**config.mk**
```make
export PLATFORM = sky130hd
export DESIGN_NAME = i2c_debug_monitor
export DESIGN_NICKNAME = d
export VERILOG_FILES = /design/src/logic/i2c_trace_pkg.sv /design/src/logic/i2c_debug_monitor.sv /design/src/logic/i2c_trace_recorder.sv /design/src/logic/i2c_byte_shifter.sv /design/src/logic/i2c_condition_detector.sv
export SDC_FILE = /design/constraint.sdc
export NUM_CORES = 1
export LEC_CHECK = 0
export ABC_AREA = 1
export BUFFER_PORTS_ARGS = -buffer_cell sky130_fd_sc_hd__buf_4
export CAP_MARGIN = 20
export CORE_ASPECT_RATIO = 0.5
export CORE_MARGIN = 8
export CORE_UTILIZATION = 65
export CTS_BUF_LIST = sky130_fd_sc_hd__clkbuf_4 sky130_fd_sc_hd__clkbuf_8
export DETAILED_ROUTE_END_ITERATION = 8
export PLACE_DENSITY_LB_ADDON = 0.25
export SYNTH_ARGS = -nofsm -noshare
export SYNTH_HDL_FRONTEND = slang
export SYNTH_SLANG_ARGS = --single-unit
export TNS_END_PERCENT = 10
```
**constraint.sdc**
```tcl
create_clock -name clk -period 2.95 [get_ports clk]
set_input_delay 0 -clock clk [delete_from_list [all_inputs] [get_ports clk]]
set_output_delay 0 -clock clk [all_outputs]
set_load 0.01 [all_outputs]
```
**src/logic/i2c_trace_pkg.sv**
```systemverilog
// shared types for the i2c trace monitor, imported by the RTL and the testbench
package i2c_trace_pkg;

    // field widths of one trace record
    localparam int BYTE_W  = 8;
    localparam int KIND_W  = 2;
    localparam int ENTRY_W = KIND_W + BYTE_W;

    // one byte as seen on sda, msb first
    typedef logic [BYTE_W-1:0] i2c_byte_t;

    // what a trace slot describes
    typedef enum logic [KIND_W-1:0] {
        ev_start     = 2'd0,
        ev_stop      = 2'd1,
        ev_byte_ack  = 2'd2,
        ev_byte_nack = 2'd3
    } event_kind_t;

    // kind in the top two bits, byte below, zero byte for start and stop
    typedef logic [ENTRY_W-1:0] trace_entry_t;

    // recorder view of where the bus is in a transfer
    typedef enum logic [1:0] {
        phase_idle    = 2'd0,
        phase_address = 2'd1,
        phase_data    = 2'd2
    } bus_phase_t;

    // packs a kind and a byte into the trace record layout
    function automatic trace_entry_t make_entry(event_kind_t kind, i2c_byte_t data);
        trace_entry_t entry;
        entry = {kind, data};
        return entry;
    endfunction

endpackage
```
**src/logic/i2c_debug_monitor.sv**
```systemverilog
// top level of the passive i2c trace monitor, bus lines in and trace readout out
`timescale 1ns/100ps

module i2c_debug_monitor
    import i2c_trace_pkg::*;
#(
    parameter int TRACE_DEPTH = 16
) (
    input  logic                          clk,
    input  logic                          rst_n,
    input  logic                          scl,
    input  logic                          sda,
    input  logic                          trace_enable,
    input  logic                          trace_clear,
    input  logic [$clog2(TRACE_DEPTH)-1:0] read_addr,
    output trace_entry_t                  read_entry,
    output logic [$clog2(TRACE_DEPTH)-1:0] write_ptr,
    output logic [$clog2(TRACE_DEPTH):0]   entry_count,
    output logic                          wrapped,
    output bus_phase_t                    bus_phase
);

    logic      scl_s;
    logic      sda_s;
    logic      start_seen;
    logic      stop_seen;
    logic      byte_done;
    i2c_byte_t byte_data;
    logic      byte_ack;

    // lines are synchronized once here and shared with the shifter
    i2c_condition_detector u_detector (
        .clk        (clk),
        .rst_n      (rst_n),
        .scl        (scl),
        .sda        (sda),
        .scl_s      (scl_s),
        .sda_s      (sda_s),
        .start_seen (start_seen),
        .stop_seen  (stop_seen)
    );

    i2c_byte_shifter u_shifter (
        .clk        (clk),
        .rst_n      (rst_n),
        .scl_s      (scl_s),
        .sda_s      (sda_s),
        .start_seen (start_seen),
        .stop_seen  (stop_seen),
        .byte_done  (byte_done),
        .byte_data  (byte_data),
        .byte_ack   (byte_ack)
    );

    i2c_trace_recorder #(
        .TRACE_DEPTH (TRACE_DEPTH)
    ) u_recorder (
        .clk          (clk),
        .rst_n        (rst_n),
        .start_seen   (start_seen),
        .stop_seen    (stop_seen),
        .byte_done    (byte_done),
        .byte_data    (byte_data),
        .byte_ack     (byte_ack),
        .trace_enable (trace_enable),
        .trace_clear  (trace_clear),
        .read_addr    (read_addr),
        .read_entry   (read_entry),
        .write_ptr    (write_ptr),
        .entry_count  (entry_count),
        .wrapped      (wrapped),
        .bus_phase    (bus_phase)
    );

endmodule

```
**src/logic/i2c_trace_recorder.sv**
```systemverilog
// writes start, stop and byte events into a circular trace memory and tracks the bus phase
`timescale 1ns/100ps

module i2c_trace_recorder
    import i2c_trace_pkg::*;
#(
    parameter int TRACE_DEPTH = 16
) (
    input  logic                          clk,
    input  logic                          rst_n,
    input  logic                          start_seen,
    input  logic                          stop_seen,
    input  logic                          byte_done,
    input  i2c_byte_t                     byte_data,
    input  logic                          byte_ack,
    input  logic                          trace_enable,
    input  logic                          trace_clear,
    input  logic [$clog2(TRACE_DEPTH)-1:0] read_addr,
    output trace_entry_t                  read_entry,
    output logic [$clog2(TRACE_DEPTH)-1:0] write_ptr,
    output logic [$clog2(TRACE_DEPTH):0]   entry_count,
    output logic                          wrapped,
    output bus_phase_t                    bus_phase
);

    localparam int PTR_W = $clog2(TRACE_DEPTH);
    localparam logic [PTR_W:0] FULL_COUNT = (PTR_W + 1)'(TRACE_DEPTH);

    trace_entry_t trace_mem [TRACE_DEPTH];
    trace_entry_t new_entry;
    logic         any_event;
    logic         log_event;
    bus_phase_t   phase_next;

    assign any_event = byte_done | start_seen | stop_seen;
    assign log_event = trace_enable & ~trace_clear & any_event;

    // byte strobe wins if strobes ever land together
    always_comb begin
        new_entry = make_entry(ev_stop, '0);
        if (byte_done) begin
            new_entry = make_entry(byte_ack ? ev_byte_ack : ev_byte_nack, byte_data);
        end else if (start_seen) begin
            new_entry = make_entry(ev_start, '0);
        end else if (stop_seen) begin
            new_entry = make_entry(ev_stop, '0);
        end
    end

    // memory starts out cleared, trace_clear leaves contents in place
    always_ff @(posedge clk or negedge rst_n) begin
        if (!rst_n) begin
            for (int i = 0; i < TRACE_DEPTH; i++) begin
                trace_mem[i] <= '0;
            end
        end else if (log_event) begin
            trace_mem[write_ptr] <= new_entry;
        end
    end

    assign read_entry = trace_mem[read_addr];

    // pointer wraps on its own width, count saturates at the depth
    always_ff @(posedge clk or negedge rst_n) begin
        if (!rst_n) begin
            write_ptr   <= '0;
            entry_count <= '0;
            wrapped     <= 1'b0;
        end else if (trace_clear) begin
            write_ptr   <= '0;
            entry_count <= '0;
            wrapped     <= 1'b0;
        end else if (log_event) begin
            write_ptr <= write_ptr + 1'b1;
            if (entry_count == FULL_COUNT) begin
                // oldest slot just got overwritten
                wrapped <= 1'b1;
            end else begin
                entry_count <= entry_count + 1'b1;
            end
        end
    end

    // phase follows the bus even with tracing off
    always_comb begin
        phase_next = bus_phase;
        case (bus_phase)
            phase_idle: begin
                if (start_seen) begin
                    phase_next = phase_address;
                end
            end
            phase_address: begin
                if (stop_seen) begin
                    phase_next = phase_idle;
                end else if (byte_done) begin
                    phase_next = phase_data;
                end
            end
            phase_data: begin
                if (stop_seen) begin
                    phase_next = phase_idle;
                end else if (start_seen) begin
                    // repeated start, next byte is an address again
                    phase_next = phase_address;
                end
            end
            default: begin
                phase_next = phase_idle;
            end
        endcase
    end

    always_ff @(posedge clk or negedge rst_n) begin
        if (!rst_n) begin
            bus_phase <= phase_idle;
        end else begin
            bus_phase <= phase_next;
        end
    end

endmodule

```
**src/logic/i2c_byte_shifter.sv**
```systemverilog
// assembles bus bytes on scl rising edges and strobes each byte with its ack bit
`timescale 1ns/100ps

module i2c_byte_shifter
    import i2c_trace_pkg::*;
(
    input  logic      clk,
    input  logic      rst_n,
    input  logic      scl_s,
    input  logic      sda_s,
    input  logic      start_seen,
    input  logic      stop_seen,
    output logic      byte_done,
    output i2c_byte_t byte_data,
    output logic      byte_ack
);

    // bits 0..7 are data, slot 8 is the acknowledge
    localparam logic [3:0] ACK_SLOT = 4'd8;

    logic       scl_prev;
    logic       scl_rise;
    logic [3:0] bit_cnt;
    i2c_byte_t  shift_q;

    assign scl_rise = scl_s & ~scl_prev;

    always_ff @(posedge clk or negedge rst_n) begin
        if (!rst_n) begin
            scl_prev <= 1'b1;
        end else begin
            scl_prev <= scl_s;
        end
    end

    // bit framing, restarted by any start or stop
    always_ff @(posedge clk or negedge rst_n) begin
        if (!rst_n) begin
            bit_cnt   <= '0;
            byte_done <= 1'b0;
            byte_ack  <= 1'b0;
        end else begin
            byte_done <= 1'b0;
            if (start_seen || stop_seen) begin
                bit_cnt <= '0;
            end else if (scl_rise) begin
                if (bit_cnt == ACK_SLOT) begin
                    bit_cnt   <= '0;
                    byte_done <= 1'b1;
                    // receiver pulls sda low to acknowledge
                    byte_ack  <= ~sda_s;
                end else begin
                    bit_cnt <= bit_cnt + 1'b1;
                end
            end
        end
    end

    // msb first, holds still through the ack slot
    always_ff @(posedge clk) begin
        if (scl_rise && bit_cnt != ACK_SLOT) begin
            shift_q <= {shift_q[BYTE_W-2:0], sda_s};
        end
    end

    assign byte_data = shift_q;

endmodule

```
**src/logic/i2c_condition_detector.sv**
```systemverilog
// samples scl and sda into the clock domain and strobes start and stop conditions
`timescale 1ns/100ps

module i2c_condition_detector (
    input  logic clk,
    input  logic rst_n,
    input  logic scl,
    input  logic sda,
    output logic scl_s,
    output logic sda_s,
    output logic start_seen,
    output logic stop_seen
);

    logic scl_meta;
    logic sda_meta;
    logic sda_prev;
    logic sda_fall;
    logic sda_rise;

    // two flops per line, idle bus is high so no edge after reset
    always_ff @(posedge clk or negedge rst_n) begin
        if (!rst_n) begin
            scl_meta <= 1'b1;
            sda_meta <= 1'b1;
            scl_s    <= 1'b1;
            sda_s    <= 1'b1;
        end else begin
            scl_meta <= scl;
            sda_meta <= sda;
            scl_s    <= scl_meta;
            sda_s    <= sda_meta;
        end
    end

    // previous synchronized sda for edge detection
    always_ff @(posedge clk or negedge rst_n) begin
        if (!rst_n) begin
            sda_prev <= 1'b1;
        end else begin
            sda_prev <= sda_s;
        end
    end

    assign sda_fall = sda_prev & ~sda_s;
    assign sda_rise = ~sda_prev & sda_s;

    // sda may only move while scl is high for a start or a stop
    always_ff @(posedge clk or negedge rst_n) begin
        if (!rst_n) begin
            start_seen <= 1'b0;
            stop_seen  <= 1'b0;
        end else begin
            start_seen <= scl_s & sda_fall;
            stop_seen  <= scl_s & sda_rise;
        end
    end

endmodule

```
==> results of run 1 <==
-- cells by family after synthesis --
| family | synth area share [%] |
|---|---|
| buf+inv | 10.5 |
| compound gates | 9.94 |
| xor+xnor | 0.370 |
| simple gates | 26.4 |
| fa+ha+maj | 1.06 |
| flops | 51.7 |
-- worst register-to-register path, stage by stage (launching register included) --
cell     delay, ps
dfrtp_1        560
nor2_2         100
nand2_2         90
nand2_4         90
inv_6          210
nand2_1        470
o21ai_0        360
-- flip-flops by register name, indices dropped and copies added (netlist names) --
name / flops
u_shifter.byte_ack: 1
u_recorder.entry_count: 5
u_detector.scl_meta: 1
u_detector.start_seen: 1
u_detector.scl_s: 1
u_recorder.wrapped: 1
u_detector.sda_meta: 1
u_detector.sda_s: 1
u_recorder.write_ptr: 4
u_recorder.bus_phase: 2
u_shifter.byte_done: 1
u_detector.sda_prev: 1
u_shifter.bit_cnt: 4
u_shifter.scl_prev: 1
u_shifter.byte_data: 8
u_recorder.trace_mem: 160
u_detector.stop_seen: 1
-- path summary, 6_finish.rpt --
path                                startpoint                        end  slack (ps)  cells past startpoint
setup / recovery           u_shifter.byte_done   u_recorder.trace_mem[19]         980                      6
hold / removal                    trace_enable    u_recorder.write_ptr[1]          30                      6
setup reg to reg           u_shifter.byte_done   u_recorder.trace_mem[19]         980                      6
hold reg to reg            u_detector.scl_meta           u_detector.scl_s         370                      0
max in group asynchronous                rst_n  u_recorder.trace_mem[116]        1950                      3
min in group asynchronous                rst_n    u_recorder.trace_mem[7]          50                      2
-- layout by cell type (no fill, tap or decap), drive strengths merged --
master,Yosys,routed
nand2,426,426
dfrtp,180,180
o21ai,169,169
inv,147,154
nand3,135,135
buf,38,40
nor2,33,33
clkbuf,38,17
ha,8,8
edfxtp,8,8
clkinv,1,7
dfstp,6,6
nor3,4,4
dlygate4sd3,0,4
xor2,3,3
a21oi,2,2
bufinv,0,2
o211ai,1,1
or2,1,1
nand4,1,1
xnor2,1,1
-- layout make-up --
cell class	instances	share of cell area [%]
inverters	148	5.55
well taps	198	2.45
flip-flops and latches	194	48.6
repair buffers	44	3.66
clock buffers	17	2.32
multi-input cells	784	35.5
clock inverters	15	1.96
-- stage by stage --
stage	instance area, sq um	util [%]
2_1_floorplan	9480	-
3_3_place_gp	9620	67.1
3_5_place_dp	9620	67.1
4_1_cts	10100	70.3
5_1_grt	10100	70.3
6_report	10100	70.3
-- power groups by stage --
| stage | logic (mW) | registers [mW] | clock network [mW] |
|---|---|---|---|
| final | 0.406 | 2.74 | 1.88 |
| after detailed placement | 0.399 | 2.79 | 0 |
| after floorplan | 0.216 | 2.79 | 0 |
| after global placement | 0.388 | 2.79 | 0 |
| after global routing | 0.451 | 2.75 | 1.99 |
| after CTS | 0.405 | 2.74 | 1.89 |
-- layer usage --
metal / up-vias / wire length [microns] / track usage (%)
li1: 3719 / - / -
met1: 3766 / 10000 / 33.3
met2: 305 / 10600 / 39.5
met3: 65 / 1810 / 5.50
met4: 0 / 733 / 11.4
met5: - / 0 / 0
==> results.toml, run 1 <==
[run_status]
outcome = "complete, no violations"

[timing]
finalCritPeriodShare_pct = 66.9
rsz0062_at_grt = "false"
whs_ps = 34.9
setup-tns-final_ps = 0
final-max-slew-violation-count = 0
setup_violations = 0
finalHoldViolations = 0
fmax_mhz = 507
timing.max_slew.rel_slack_pct = 37.9
timing_worst_slew_pin_value_ps = 929
fin_ws_ps = 976
skew_ps = 20.0
min_period_ps = 1970

[global_routing]
grt_max_degree = 81
grt.overflow.total = 0
globalRouteTotalUtil_pct = 25.0
grt_pass1_wl_microns = 37800
grt_pass1_vias = 7402
antenna_found_initial = 0

[logic_synthesis]
yosys.area.top_type = "dfrtp_1"
ys_ff_latch = 194
yosysMostFrequentCell = "nand2_1"
synth-edff-count = 8
ys.warnings.count = 0
post_synth.cell_area_avg_sq_um = 7.89
synth_seq_area_share_pct = 51.7
synth.area.top_cells = "dfrtp_1, nand2_1, nand3_1"
post_synth_inst_count = 1202
syn-num-nets = 1220
synth_ff_type = "dfrtp_1"
mappedNetlistArea_sq_um = 9480
postSynth.asyncResetShare_pct = 95.9
synth_commonest_cells = "nand2_1, dfrtp_1, inv_1"
netlist-cell-type-count = 31
synth_top_cell_area_share_pct = 47.5

[detailed_routing]
route.antenna.remaining_nets = 0
drcViolationCount = 0
num_vias = 7855
detailed_router_iteration_count_before_antenna_repair = 5
drt_iter0_drc = 847
route.detailed.wl_per_inst_microns = 16.6
average_via_count_per_standard_cell = 5.61
route.final.wire_length_microns = 23200

[hold_path]
hold_class = "input port to flop"

[power]
vdd.ir_drop.worst_v = 0.000341
sw_frac_of_total_pct = 27.6
combinational_share_of_power_pct = 8.1
clkPwrFrac_pct = 37.4
design_power_total_mw = 5.03
cellInternalPower_mw = 3.64
net-switching-power_mw = 1.38
power_density_nw_per_um2 = 498
power.static_leakage_nw = 4.85
power.sequential.fraction_pct = 54.6

[clock_tree]
cts.repair_timing.setup_buffer_count = 0
cts_tree = "done"
postCtsHoldBufs = 4
cts_resized = 0
worst_skew_pair.late_latency_ps = 480
cts.htree.levels = 4
clockBufferDepth = 2
tritoncts_num_sinks = 194
root_cell_of_the_clock_tree = "clkbuf_8"
clock_transition_time_at_the_flip_flop_clock_pins_of_the_worst_setup_and_hold_paths_ps = 120
cts_inserted_buffers = 17

[final_layout]
multi_input_comb_area_sq_um = 3580
drive_gt1_share_pct = 9.48
synthesis_to_finish_area_growth_pct = 6.48
finish.net_count = 1207
count_of_antenna_diodes_in_the_layout = 0
regArea_sq_um = 4900
n_fill_cell = 1135
finalNonFillerCells = 1400

[setup_path]
timing.critical_path.slowest_cell_delay_ps = 560
crit_path_top_delay_cell = "dfrtp_1"
timing.critical_path.buf_inv = 1
worstPathCellList = "nor2_2 > nand2_2 > nand2_4 > inv_6 > nand2_1 > o21ai_0"
critPathCaptureType = "flop"
critical_path_peak_fanout = 20
critPathTopFamily = "simple AND/OR/NAND/NOR gates"
timing.critical_path.required_ps = 3320
worstSetupStartpointType = "flop"
critical_path_class = "flop to flop"
critPathArrivalTime_ps = 2340

[place]
gp_routability_congestion = 0.843
port_buffers = 31
dp_hpwl_microns = 14300
dp_slack_ps = 987
placed_cells = 1364

[floorplan]
start_util_pct = 66.1
io_pins = 32
die_x_microns = 187
die_height_microns = 101
standard_cell_row_count = 31
core_sq_um = 14400
fp.dieArea_sq_um = 18900

[job]
cap_violations = 0
(Power assumes the default switching activity.)
==> run 2: changes to the inputs <==
Settings changed: CORE_UTILIZATION 65 to 58.
Clock period 2.95 ns to 1.6 ns, I/O delays scaled along.
==> run 2 against run 1 <==
- via count down 1.6%
- flip-flop and latch count unchanged
- worst setup slack worse by 920 ps
- combinational power up 93%
- total power up 83%
- clock-buffer cell count up 3
- first-iteration DRC count down 7.8%
==> results.toml, run 2 (synthesis results as in run 1) <==
[detailed_routing]
detailed_router_iteration_count_before_antenna_repair = 7
average_via_count_per_standard_cell = 5.30
num_vias = 7729
route.final.wire_length_microns = 22800
route.detailed.wl_per_inst_microns = 15.7
route.antenna.remaining_nets = 0
drcViolationCount = 0
drt_iter0_drc = 781

[timing]
timing.max_slew.rel_slack_pct = 49.6
min_period_ps = 1540
setup_violations = 0
skew_ps = 21.7
rsz0062_at_grt = "true"
final-max-slew-violation-count = 0
timing_worst_slew_pin_value_ps = 755
finalHoldViolations = 0
fmax_mhz = 649
finalCritPeriodShare_pct = 96.3

[place]
dp_hpwl_microns = 14700
port_buffers = 31
gp_routability_congestion = 0.851

[global_routing]
grt_max_degree = 49
grt.overflow.total = 0
globalRouteTotalUtil_pct = 22.7
antenna_found_initial = 0
grt_pass1_wl_microns = 38000
grt_pass1_vias = 7434

[clock_tree]
cts_inserted_buffers = 17
worst_skew_pair.late_latency_ps = 470
tritoncts_num_sinks = 194
clockBufferDepth = 2
cts.htree.levels = 4
root_cell_of_the_clock_tree = "clkbuf_8"
cts_tree = "done"
clock_transition_time_at_the_flip_flop_clock_pins_of_the_worst_setup_and_hold_paths_ps = 110

[power]
combinational_share_of_power_pct = 8.5
clkPwrFrac_pct = 36.5
power_density_nw_per_um2 = 875
net-switching-power_mw = 2.39
vdd.ir_drop.worst_v = 0.000628
cellInternalPower_mw = 6.80
power.sequential.fraction_pct = 55.0
design_power_total_mw = 9.19
power.static_leakage_nw = 5.03
sw_frac_of_total_pct = 26.0

[floorplan]
start_util_pct = 58.6
core_sq_um = 16200
io_pins = 32
standard_cell_row_count = 33
fp.dieArea_sq_um = 20900
die_height_microns = 106
die_x_microns = 197

[setup_path]
critical_path_class = "flop to output pin"
worstSetupStartpointType = "flop"
critPathArrivalTime_ps = 1540
timing.critical_path.required_ps = 1600
critPathCaptureType = "output pin"
critical_path_peak_fanout = 2

[final_layout]
largest_register_ff_count = 160
registers.top_by_ff_count = "u_recorder.trace_mem"
mostFrequentLayoutCells = "nand2_1, dfrtp_1, inv_1, nand3_1, o21ai_0"
count_of_antenna_diodes_in_the_layout = 0
final_common_cell = "nand2_1"
synthesis_to_finish_area_growth_pct = 10.8
final_core_utilization_pct = 64.9
n_fill_cell = 1375
drive_gt1_share_pct = 12.8
finish.net_count = 1235

[run_status]
outcome = "complete, no violations"

[job]
cap_violations = 0

[hold_path]
hold_class = "input port to flop"
-- run 2: changes by cell type in the layout (fill, tap and decap cells not counted), moves of 3 or more --
cell and delta:
buf_4 +16, buf_12 +10, nand3_1 -4, nand3_2 +4, clkinv_8 -3, inv_1 -3
inv_2 +3, nor2_1 -3, nor2_2 +3
-- run 2: through the flow --
step	hold WS, ps	setup slack [ps]	instance area (sq um)	std cells	TNS, ps
after floorplan	-296	44.6	9480	1202	0
after global placement	-9.12	135	9990	1420	0
after detailed placement	-5.10	96.1	9990	1420	0
after CTS	6.69	20.6	10400	1456	0
after global routing	58.2	-39.9	10500	1457	-149
final	26.1	59.1	10500	1457	0
-- run 2: final timing paths --
check | to | cells after the start | slack (ps) | startpoint
worst min register to register | u_detector.scl_s | 0 | 360 | u_detector.scl_meta
max in group asynchronous | u_detector.sda_s | 3 | 830 | rst_n
worst max-delay path | read_entry[8] | 7 | 60 | u_recorder.trace_mem[88]
worst min-delay path | u_recorder.write_ptr[1] | 6 | 30 | trace_enable
min in group asynchronous | u_recorder.trace_mem[84] | 2 | 50 | rst_n
worst max register to register | u_recorder.trace_mem[1] | 6 | 80 | u_recorder.write_ptr[0]
-- run 2: area by class of cell --
type / instances / area [sq um] / area share [%]
repair buffers: 72 / 716 / 6.81
clock buffers: 20 / 269 / 2.56
clock inverters: 12 / 145 / 1.38
well taps: 227 / 284 / 2.70
multi-input cells: 784 / 3620 / 34.5
flip-flops and latches: 194 / 4900 / 46.7
inverters: 148 / 563 / 5.36
-- run 2: power by group through the flow --
stage	Sequential (mW)	Clock, mW	Combinational, mW
detailed placement	5.15	0	0.767
floorplan	5.15	0	0.398
finish	5.05	3.36	0.782
CTS	5.05	3.41	0.781
global placement	5.14	0	0.752
global route	5.06	3.60	0.871
-- run 2: repair_timing --
action	CTS	global route
endpoints found under the hold margin	191	0
setup endpoints to repair	1	96
resized for setup	1	19
pin swaps	0	3
hold buffers	4	0
buffers inserted	0	1
-- run 2: worst max-delay path, stage by stage, from the launching register on --
cell	delay [ps]
dfrtp_1	390
inv_1	70
nand2_1	50
nand3_1	130
nand3_2	110
nand3_2	110
nand2_2	80
buf_4	140
-- run 2: per-layer routing --
metal	part of all wire, %	up-vias	global-route usage [%]
li1	-	3785	-
met1	47	3669	32.3
met2	46	257	34.7
met3	6.4	18	4.79
met4	0.86	0	6.51
met5	0	-	0
